File: src/rtl/radio_ctrl_cfg.svh
//////////////////////////////
// Settings map of the control plane, one 32-bit word per address
// Timer occupies two words from its base, one-shot first
//////////////////////////////
`ifndef RADIO_CTRL_CFG_SVH
`define RADIO_CTRL_CFG_SVH

// Bus widths
`define SET_ADDR_W   8
`define SET_DATA_W   32
`define TICK_W       32
`define CTRL_BYTE_W  8

// Front-end control register addresses
`define SR_CLK       0
`define SR_SER       1
`define SR_ADC       2
`define SR_LED       3
`define SR_PHY       4
`define SR_LED_SRC   8

// Timer base, period word sits at base + 1
`define SR_SIMTIMER  198

`endif

File: src/rtl/radio_ctrl_pkg.sv
//////////////////////////////
// Shared types of the control plane
// Widths come from the cfg header
//////////////////////////////
`default_nettype none

`include "radio_ctrl_cfg.svh"

package radio_ctrl_pkg;

   typedef logic [`SET_ADDR_W-1:0]  set_addr_t;
   typedef logic [`SET_DATA_W-1:0]  set_data_t;
   typedef logic [`CTRL_BYTE_W-1:0] ctrl_byte_t;

   // Timer count in dsp_clk cycles
   typedef logic [`TICK_W-1:0]      tick_t;

   typedef enum logic [1:0] {
      TIMER_IDLE,
      TIMER_ONESHOT,
      TIMER_PERIODIC
   } timer_state_e;

endpackage

`default_nettype wire

File: src/rtl/tick_counter.sv
//////////////////////////////
// Expiry pulse N cycles after a load of N
// Loading 0 empties the counter
//////////////////////////////
`timescale 1ns/1ps
`default_nettype none

module tick_counter import radio_ctrl_pkg::*; (
   input  wire   dsp_clk,
   input  wire   wb_rst,
   input  logic  load_i,
   input  tick_t load_val_i,
   output logic  expire_o
);

   tick_t count;

   always_ff @(posedge dsp_clk) begin
      if (wb_rst) begin
         count    <= '0;
         expire_o <= 1'b0;
      end else if (load_i) begin
         // A load drops any expiry due at this edge
         count    <= load_val_i;
         expire_o <= 1'b0;
      end else if (count != '0) begin
         count    <= count - tick_t'(1);
         expire_o <= (count == tick_t'(1));
      end else begin
         expire_o <= 1'b0;
      end
   end

endmodule

`default_nettype wire

File: src/rtl/front_end_regs.sv
//////////////////////////////
// Only the low data byte is stored; PHY keeps bit 0
// LED bits with source set follow hardware status
//////////////////////////////
`timescale 1ns/1ps
`default_nettype none

`include "radio_ctrl_cfg.svh"

module front_end_regs import radio_ctrl_pkg::*; (
   input  wire        dsp_clk,
   input  wire        wb_rst,
   input  logic       set_stb_i,
   input  set_addr_t  set_addr_i,
   input  set_data_t  set_data_i,
   input  logic       clk_status_i,
   input  logic       serdes_link_up_i,
   output logic       clock_ready_o,
   output logic [1:0] clk_en_o,
   output logic [1:0] clk_sel_o,
   output logic       ser_enable_o,
   output logic       ser_prbsen_o,
   output logic       ser_loopen_o,
   output logic       ser_rx_en_o,
   output logic       adc_oe_a_o,
   output logic       adc_on_a_o,
   output logic       adc_oe_b_o,
   output logic       adc_on_b_o,
   output logic       phy_resetn_o,
   output ctrl_byte_t leds_o
);

   ctrl_byte_t clk_byte;
   ctrl_byte_t ser_byte;
   ctrl_byte_t adc_byte;
   ctrl_byte_t led_sw;
   ctrl_byte_t led_src;
   logic       phy_reset;
   ctrl_byte_t wr_byte;
   ctrl_byte_t led_hw;

   assign wr_byte = set_data_i[`CTRL_BYTE_W-1:0];

   //////////////////////////////
   // Register file, one byte per address
   always_ff @(posedge dsp_clk) begin
      if (wb_rst) begin
         clk_byte  <= '0;
         ser_byte  <= '0;
         adc_byte  <= '0;
         led_sw    <= '0;
         led_src   <= '0;
         phy_reset <= 1'b0;
      end else if (set_stb_i) begin
         case (set_addr_i)
            set_addr_t'(`SR_CLK):     clk_byte  <= wr_byte;
            set_addr_t'(`SR_SER):     ser_byte  <= wr_byte;
            set_addr_t'(`SR_ADC):     adc_byte  <= wr_byte;
            set_addr_t'(`SR_LED):     led_sw    <= wr_byte;
            set_addr_t'(`SR_PHY):     phy_reset <= wr_byte[0];
            set_addr_t'(`SR_LED_SRC): led_src   <= wr_byte;
            default: ;
         endcase
      end
   end

   //////////////////////////////
   // Field unpacking

   // Clock generator: ready, enables, selects
   assign clock_ready_o = clk_byte[4];
   assign clk_en_o      = clk_byte[3:2];
   assign clk_sel_o     = clk_byte[1:0];

   assign ser_enable_o  = ser_byte[3];
   assign ser_prbsen_o  = ser_byte[2];
   assign ser_loopen_o  = ser_byte[1];
   assign ser_rx_en_o   = ser_byte[0];

   assign adc_oe_a_o    = adc_byte[3];
   assign adc_on_a_o    = adc_byte[2];
   assign adc_oe_b_o    = adc_byte[1];
   assign adc_on_b_o    = adc_byte[0];

   // Register holds reset asserted, pin is active low
   assign phy_resetn_o  = ~phy_reset;

   //////////////////////////////
   // LED source mux
   assign led_hw = {{(`CTRL_BYTE_W-2){1'b0}}, clk_status_i, serdes_link_up_i};

   // Source bit 1 picks hardware, 0 picks software
   assign leds_o = (led_src & led_hw) | (~led_src & led_sw);

endmodule

`default_nettype wire

File: src/rtl/sim_timer_fsm.sv
//////////////////////////////
// One-shot and periodic share one counter, last write wins
// A written value of 0 stops the timer
//////////////////////////////
`timescale 1ns/1ps
`default_nettype none

`include "radio_ctrl_cfg.svh"

module sim_timer_fsm import radio_ctrl_pkg::*; (
   input  wire       dsp_clk,
   input  wire       wb_rst,
   input  logic      set_stb_i,
   input  set_addr_t set_addr_i,
   input  set_data_t set_data_i,
   input  logic      expire_i,
   output logic      load_o,
   output tick_t     load_val_o,
   output logic      onetime_int_o,
   output logic      periodic_int_o
);

   timer_state_e state;
   // Period minus one, the reload cycle itself counts as one tick
   tick_t        reload_q;
   // Period of 1 pulses every cycle without the counter
   logic         every_cycle_q;
   logic         wr_oneshot;
   logic         wr_periodic;
   logic         timer_wr;
   logic         reload;

   assign wr_oneshot  = set_stb_i && (set_addr_i == set_addr_t'(`SR_SIMTIMER));
   assign wr_periodic = set_stb_i && (set_addr_i == set_addr_t'(`SR_SIMTIMER + 1));
   assign timer_wr    = wr_oneshot || wr_periodic;

   // Restart the count in the expiry cycle
   assign reload = (state == TIMER_PERIODIC) && expire_i && (reload_q != '0);

   //////////////////////////////
   // Counter load, software write has priority
   assign load_o     = timer_wr || reload;
   assign load_val_o = timer_wr ? tick_t'(set_data_i) : reload_q;

   // Expiry pulse gated by mode, no extra delay
   assign onetime_int_o  = (state == TIMER_ONESHOT) && expire_i;
   assign periodic_int_o = (state == TIMER_PERIODIC) && (expire_i || every_cycle_q);

   //////////////////////////////
   // Mode FSM
   always_ff @(posedge dsp_clk) begin
      if (wb_rst) begin
         state         <= TIMER_IDLE;
         reload_q      <= '0;
         every_cycle_q <= 1'b0;
      end else if (timer_wr) begin
         // New write cancels whatever is pending
         every_cycle_q <= 1'b0;
         if (set_data_i == '0) begin
            state <= TIMER_IDLE;
         end else if (wr_oneshot) begin
            state <= TIMER_ONESHOT;
         end else begin
            state    <= TIMER_PERIODIC;
            reload_q <= tick_t'(set_data_i) - tick_t'(1);
         end
      end else if (expire_i) begin
         case (state)
            TIMER_ONESHOT: begin
               state <= TIMER_IDLE;
            end
            TIMER_PERIODIC: begin
               if (reload_q == '0) begin
                  every_cycle_q <= 1'b1;
               end
            end
            default: begin
               state <= TIMER_IDLE;
            end
         endcase
      end
   end

endmodule

`default_nettype wire

File: src/rtl/radio_ctrl_top.sv
//////////////////////////////
// Single clock domain, synchronous reset
// Settings writes take effect one cycle after the strobe
//////////////////////////////
`timescale 1ns/1ps
`default_nettype none

module radio_ctrl_top import radio_ctrl_pkg::*; (
   input  wire        dsp_clk,
   input  wire        wb_rst,
   input  logic       set_stb_i,
   input  set_addr_t  set_addr_i,
   input  set_data_t  set_data_i,
   input  logic       clk_status_i,
   input  logic       serdes_link_up_i,
   output logic       clock_ready_o,
   output logic [1:0] clk_en_o,
   output logic [1:0] clk_sel_o,
   output logic       ser_enable_o,
   output logic       ser_prbsen_o,
   output logic       ser_loopen_o,
   output logic       ser_rx_en_o,
   output logic       adc_oe_a_o,
   output logic       adc_on_a_o,
   output logic       adc_oe_b_o,
   output logic       adc_on_b_o,
   output logic       phy_resetn_o,
   output ctrl_byte_t leds_o,
   output logic       onetime_int_o,
   output logic       periodic_int_o
);

   logic  timer_load;
   tick_t timer_load_val;
   logic  timer_expire;

   //////////////////////////////
   // Front-end control registers
   front_end_regs front_end_regs_i (
      .dsp_clk          (dsp_clk),
      .wb_rst           (wb_rst),
      .set_stb_i        (set_stb_i),
      .set_addr_i       (set_addr_i),
      .set_data_i       (set_data_i),
      .clk_status_i     (clk_status_i),
      .serdes_link_up_i (serdes_link_up_i),
      .clock_ready_o    (clock_ready_o),
      .clk_en_o         (clk_en_o),
      .clk_sel_o        (clk_sel_o),
      .ser_enable_o     (ser_enable_o),
      .ser_prbsen_o     (ser_prbsen_o),
      .ser_loopen_o     (ser_loopen_o),
      .ser_rx_en_o      (ser_rx_en_o),
      .adc_oe_a_o       (adc_oe_a_o),
      .adc_on_a_o       (adc_on_a_o),
      .adc_oe_b_o       (adc_oe_b_o),
      .adc_on_b_o       (adc_on_b_o),
      .phy_resetn_o     (phy_resetn_o),
      .leds_o           (leds_o)
   );

   //////////////////////////////
   // Simple timer
   sim_timer_fsm sim_timer_fsm_i (
      .dsp_clk        (dsp_clk),
      .wb_rst         (wb_rst),
      .set_stb_i      (set_stb_i),
      .set_addr_i     (set_addr_i),
      .set_data_i     (set_data_i),
      .expire_i       (timer_expire),
      .load_o         (timer_load),
      .load_val_o     (timer_load_val),
      .onetime_int_o  (onetime_int_o),
      .periodic_int_o (periodic_int_o)
   );

   tick_counter tick_counter_i (
      .dsp_clk    (dsp_clk),
      .wb_rst     (wb_rst),
      .load_i     (timer_load),
      .load_val_i (timer_load_val),
      .expire_o   (timer_expire)
   );

endmodule

`default_nettype wire

File: config.mk
export PLATFORM = sky130hd
export DESIGN_NAME = radio_ctrl_top
export DESIGN_NICKNAME = d
export VERILOG_FILES = /design/src/rtl/radio_ctrl_pkg.sv /design/src/rtl/tick_counter.sv /design/src/rtl/front_end_regs.sv /design/src/rtl/sim_timer_fsm.sv /design/src/rtl/radio_ctrl_top.sv
export VERILOG_INCLUDE_DIRS = /design/src /design/src/rtl
export SDC_FILE = /design/constraint.sdc
export NUM_CORES = 1
export LEC_CHECK = 0
export BUFFER_PORTS_ARGS = -buffer_cell sky130_fd_sc_hd__buf_2
export CAP_MARGIN = 20
export CORE_AREA = 2 2 117 119
export CTS_BUF_LIST = sky130_fd_sc_hd__clkbuf_8
export DETAILED_ROUTE_END_ITERATION = 12
export DIE_AREA = 0 0 119 121
export SYNTH_ARGS = -nofsm -noshare
export SYNTH_HDL_FRONTEND = slang
export SYNTH_SLANG_ARGS = --single-unit
File: constraint.sdc
create_clock -name dsp_clk -period 6.45 [get_ports dsp_clk]
set_input_delay 0.3225 -clock dsp_clk [delete_from_list [all_inputs] [get_ports dsp_clk]]
set_output_delay 0.3225 -clock dsp_clk [all_outputs]
set_load 0.005 [all_outputs]
Word level (Yosys, flattened, before mapping)
Index checks and enable logic that the tools add are counted.
{ "classes": {"mul": 0, "bitwise_logic": 8, "mux": 8, "n_eq_ne": 11, "shifts": 0, "div": 0, "n_reduce_logical": 27, "n_lt_le_gt_ge": 0, "n_addsub": 2} }
{ "op_table": {"columns": ["op", "n"], "rows": [
  ["32-bit 2-to-1 mux", 3],
  ["32-bit logical NOT", 2],
  ["32-bit nonzero test", 2],
  ["32-bit by 1-bit subtractor with 32-bit output (second input constant)", 2],
  ["32-bit by 1-bit equality test with 1-bit output (second input constant)", 1],
  ["8-bit by 2-bit equality test with 1-bit output (second input constant)", 2],
  ["8-bit equality test (second input constant)", 2],
  ["2-bit AND reduction", 7],
  ["2-bit 2-to-1 mux", 5],
  ["8-bit by 2-bit bitwise AND with 8-bit output", 1],
  ["8-bit bitwise AND", 1],
  ["8-bit by 1-bit equality test with 1-bit output (second input constant)", 1],
  ["8-bit by 3-bit equality test with 1-bit output (second input constant)", 1],
  ["8-bit by 4-bit equality test with 1-bit output (second input constant)", 1],
  ["8-bit logical NOT", 1],
  ["8-bit NOT", 1],
  ["8-bit OR", 1],
  ["1-bit logical AND", 6],
  ["3-bit AND reduction", 2],
  ["1-bit NOT", 4],
  ["2-bit nonzero test", 2],
  ["1-bit logical OR", 3],
  ["3-bit OR reduction", 1],
  ["2-bit by 1-bit equality test with 1-bit output (second input constant)", 1],
  ["3 further kinds", 3]
]} }
{ "totals": {"latch_bits": 0, "mem_bits_rw": 0, "inputBits": 45, "mem_count": 0, "mem_bits_ro": 0, "out_inout_bits": 24, "ff_bits": 98} }

Logic depth before layout (Yosys ltp)
{ "depth": {"depth_word": 5, "depth_mapped": 9} }

Hierarchy
A second synthesis with hierarchy kept.
{ "hier_totals": {"cells_unflattened": 635, "area_unflattened_um2": 5748.0} }
{ "by_module_without_submodules": {"columns": ["mod", "n_inst", "cells_each", "area_each_um2"], "rows": [
  ["sim_timer_fsm", 1, 283, 2452.4],
  ["tick_counter", 1, 230, 1935.6],
  ["front_end_regs", 1, 122, 1360.1]
]} }

Worst setup path before layout
Ideal clock, no wire load.
{ "synth_path": {"path_type": "input to register", "start": "in set_data_i[7]", "end": "reg sim_timer_fsm_i.reload_q[14]", "t_required_ps": 6304, "cell_stages": 9, "path_buffers": 3, "slack_ps": 3541, "arrival_time_ps": 2763, "path_cell_list": "buf_2 > or4_4 > or4_4 > or4_4 > o311a_1 > buf_6 > buf_2 > nor2_1 > a211oi_2"} }
{ "synth_between": {"elab_chain_len": 3, "elab_cells_between_ends": 4} }
{ "synth_rtl": {"columns": ["item", "line_no", "text"], "rows": [
  ["start: declaration", "radio_ctrl_top.sv:13", "input set_data_t set_data_i,"],
  ["branches (longest 3 deep; another with 32-bit by 1-bit subtractor with 32-bit output)", null, null],
  ["end signal: assignment", "sim_timer_fsm.sv:65", "reload_q <= tick_t'(set_data_i) - tick_t'(1);"],
  ["end: declaration", "sim_timer_fsm.sv:25", "tick_t reload_q;"]
]} }
Several ways; the timed one is not identified.
A chain may end at the register's enable or synchronous reset.

Worst setup path after layout
{ "layout_path": {"start": "reg tick_counter_i.count[0]", "end": "reg tick_counter_i.count[6]"} }
{ "layout_between": {"elab_chain_len": 3, "elab_cells_between_ends": 5} }
{ "layout_rtl": {"columns": ["item", "line_no", "text"], "rows": [
  ["start: declaration", "tick_counter.sv:16", "tick_t count;"],
  ["start signal: assignment", "tick_counter.sv:24", "count <= load_val_i;"],
  ["start signal: assignment", "tick_counter.sv:27", "count <= count - tick_t'(1);"],
  ["32-bit by 1-bit subtractor with 32-bit output", "tick_counter.sv:27", null],
  ["32-bit 2-to-1 mux", "tick_counter.sv:26", "end else if (count != '0) begin"],
  ["32-bit 2-to-1 mux", "tick_counter.sv:22", "end else if (load_i) begin"]
]} }
Parallel ways exist; a longest one is shown, timed or not. The select of a mux whose other input is x is not followed.

==> flow_metrics.tcl <==
set metrics [dict create \
    power_density_mw_per_mm2 335 \
    final_common_cell "dfxtp_1" \
    synth_area_mm2 0.00532 \
    mostFrequentLayoutCells "dfxtp_1 (98), nor2_1 (97), nand2_1 (84)" \
    drtAntennaViolNets 0 \
    utilization 0.452 \
    dr.pass1.iters 5 \
    hold_end "tick_counter_i.count[25]" \
    irDropWorstVdd_mv 0.120 \
    die_height_um 121 \
    setup_tns_ns 0 \
    grt_start_max_net_pins 84 \
    syn_to_final_growth_pct 11.2 \
    die_w_um 119 \
    synthXorXnorAreaFrac 0.0872 \
    crit_chain "inv_1, ha_1, nor3b_1, nand4_1, or4_1, o21bai_1, nor3_1" \
    path_clk_slew_ns 0.09 \
    ioPinCount 69 \
    synthAdderAreaFrac 0.00941 \
    rr_worst_depth 7 \
    worstSetupPathType "reg -> reg" \
    fin_skew_ns 0.00998 \
    routed-via-count 4738 \
    layout.nets 738 \
    slowest_stage "o21bai_1" \
    synth.ff_latch_count 98 \
    insertion_delay_ns 0.36 \
    cts_resized 0 \
    drive_above_1_share 0.187 \
    cts_hold_buf 0 \
    synth_top_family_by_area "simple AND/OR/NAND/NOR gates" \
    placed_cell_area_mm2 0.00571 \
    tightest_slew_ns 1.08 \
    cts_tree "yes" \
    syn_area_per_cell_um2 8.22 \
    clock.fmax_mhz 277 \
    maxSlewHeadroom 0.278 \
    die_area_mm2 0.0144 \
    end_kind "register" \
    grt_overflow 0 \
    worstPathMaxFanout 16 \
    cts.htree.levels 3 \
    grt_pass1_wl_um 23000 \
    p_leak_nw 2.29 \
    synth_mux_area_frac 0.0531 \
    drc_errors 0 \
    fin_area_mm2 0.00592 \
    cap_violations 0 \
    rows 42 \
    min_period_ns 3.61 \
    synth-simple-area-share 0.296 \
    clock_sinks 98 \
    yosys_warnings 0 \
    dpl.hpwl_um 10200 \
    diodes 0 \
    hold_depth 3 \
    holdCritStartpoint "set_data_i[25]" \
    initial_utilization 0.407 \
    rrSetupSlack_ns 2.84 \
    period_share 0.560 \
    antenna_found_initial 0 \
    port_buffers 68 \
    synth_compound_gate_area_share 0.142 \
    cp.required_ns 6.65 \
    numCtsBuffers 9 \
    synth_edf_count 0 \
    synth_seq_area_share 0.369 \
    clockBufferDepth 2 \
    cts_setup_buffers 0 \
    cpPeakStageDelay_ns 0.92 \
    reg2reg_from "tick_counter_i.count[0]" \
    postRouteWirelength_um 14100 \
    ys.flop_type "dfxtp_1" \
    root_buffer "clkbuf_8" \
    rsz0062_at_grt "false" \
    worstReg2RegEnd "tick_counter_i.count[6]" \
    gp_congestion 0.863 \
    hold_viol 0 \
    core_mm2 0.0131 \
    synth_nets 696 \
    track_usage 0.197 \
    wl_per_cell_um 16.2 \
    async_flop_share 0 \
    outcome "finished, final reports clean" \
    hold_path_class "in -> reg" \
    worstPathArrival_ns 3.81 \
    drtIter0Drc 337 \
    via_per_inst 5.45 \
    grt_pass1_vias 4455 \
    syn_inst 647 \
    slew_viol_final 0 \
    synth_cell_types 43 \
    setup-violations-final 0 \
    holdWs_ns 0.259 \
    start_kind "register" \
]
[power by group]
group | leakage (nW) | switching (W) | internal, W
registers | 0.793 | 0.0000893 | 0.000689
clock network | 0.103 | 0.000218 | 0.000191
logic | 1.40 | 0.000483 | 0.000313
total | 2.29 | 0.000790 | 0.00119
[synthesized netlist by cell type (2+ instances only)]
cell type | number | area [um2]
clkbuf_1 | 32 | 120
or4_1 | 7 | 52.6
xnor2_1 | 29 | 254
inv_1 | 6 | 22.5
xor2_1 | 24 | 210
nand3_1 | 32 | 160
nand3b_1 | 5 | 37.5
a2111oi_0 | 2 | 17.5
a21oi_1 | 21 | 105
nor3b_1 | 3 | 22.5
buf_2 | 2 | 10.0
nand4_1 | 8 | 50.1
a31oi_1 | 16 | 100
or2_2 | 3 | 18.8
nand2_1 | 84 | 315
a211oi_2 | 27 | 338
mux2_2 | 2 | 22.5
o21ai_0 | 6 | 30.0
nor4_1 | 35 | 219
ha_1 | 4 | 50.1
a311oi_2 | 3 | 45.0
nor2b_1 | 6 | 37.5
buf_6 | 7 | 78.8
o21a_1 | 3 | 22.5
or4_4 | 3 | 33.8
a211oi_1 | 3 | 22.5
or3_1 | 13 | 81.3
nor3_1 | 25 | 125
o31ai_1 | 2 | 15.0
a311oi_1 | 3 | 26.3
dfxtp_1 | 98 | 1960
nor2_1 | 97 | 364
mux2i_1 | 26 | 260
[worst max-delay path, delay by kind of cell, from the launching register on]
| family | cells | cell delay [ns] |
|---|---|---|
| adders and majority gates | 1 | 0.20 |
| and+or+nand+nor | 4 | 1.88 |
| DFF | 1 | 0.34 |
| AOI/OAI and AO/OA | 1 | 0.92 |
| buffers and inverters | 1 | 0.10 |
[per-stage QoR]
step / cells / worst slack [ns] / total power (W)
after global routing: 870 / 2.54 / 0.00212
after CTS: 870 / 2.87 / 0.00198
final: 870 / 2.84 / 0.00198
after detailed placement: 854 / 2.90 / 0.00157
after floorplan: 647 / 3.54 / 0.00139
after global placement: 854 / 3.00 / 0.00155
[routing by layer]
metal	part of all wire	GRT usage
met5	0	0
met4	0.014	0.0618
met3	0.040	0.0362
met2	0.44	0.291
met1	0.50	0.290
[cells by family (layout without fill, tap and decap cells)]
group / Yosys count / in the layout
buffers and inverters: 47 / 94
flip-flops: 98 / 98
AO/OA/AOI/OAI: 90 / 90
adder cells (fa/ha/maj): 4 / 4
AND/OR/NAND/NOR: 327 / 327
multiplexers: 28 / 28
XOR/XNOR: 53 / 53
[area by class of cell]
class,instances,area (um2)
sequential,98,1960
clock inverter,6,65.1
multi-input combinational,502,3140
tap,176,220
clock buffer,10,138
inverter,6,22.5
fill,1336,7170
timing repair buffer,72,373
[sequential cells by signal, summed over array words and instances (netlist names)]
register,cells
sim_timer_fsm_i.reload_q,32
tick_counter_i.count,32
front_end_regs_i.led_src,8
front_end_regs_i.led_sw,8
front_end_regs_i.clk_byte,5
front_end_regs_i.adc_byte,4
front_end_regs_i.ser_byte,4
sim_timer_fsm_i.state,2
front_end_regs_i.phy_reset,1
sim_timer_fsm_i.every_cycle_q,1
tick_counter_i.expire_o,1
[worst max path at each step]
stage	from	to	slack [ns]	depth (start not counted)
3_5_place_dp	tick_counter_i.count[0]	tick_counter_i.count[6]	2.90	7
3_3_place_gp	tick_counter_i.count[0]	tick_counter_i.count[6]	3.00	7
4_1_cts	tick_counter_i.count[0]	tick_counter_i.count[6]	2.87	7
2_1_floorplan	set_data_i[7]	sim_timer_fsm_i.reload_q[14]	3.54	9
6_report	tick_counter_i.count[0]	tick_counter_i.count[6]	2.84	7
5_1_grt	tick_counter_i.count[0]	tick_counter_i.count[6]	2.54	7
(Power assumes the default switching activity.)
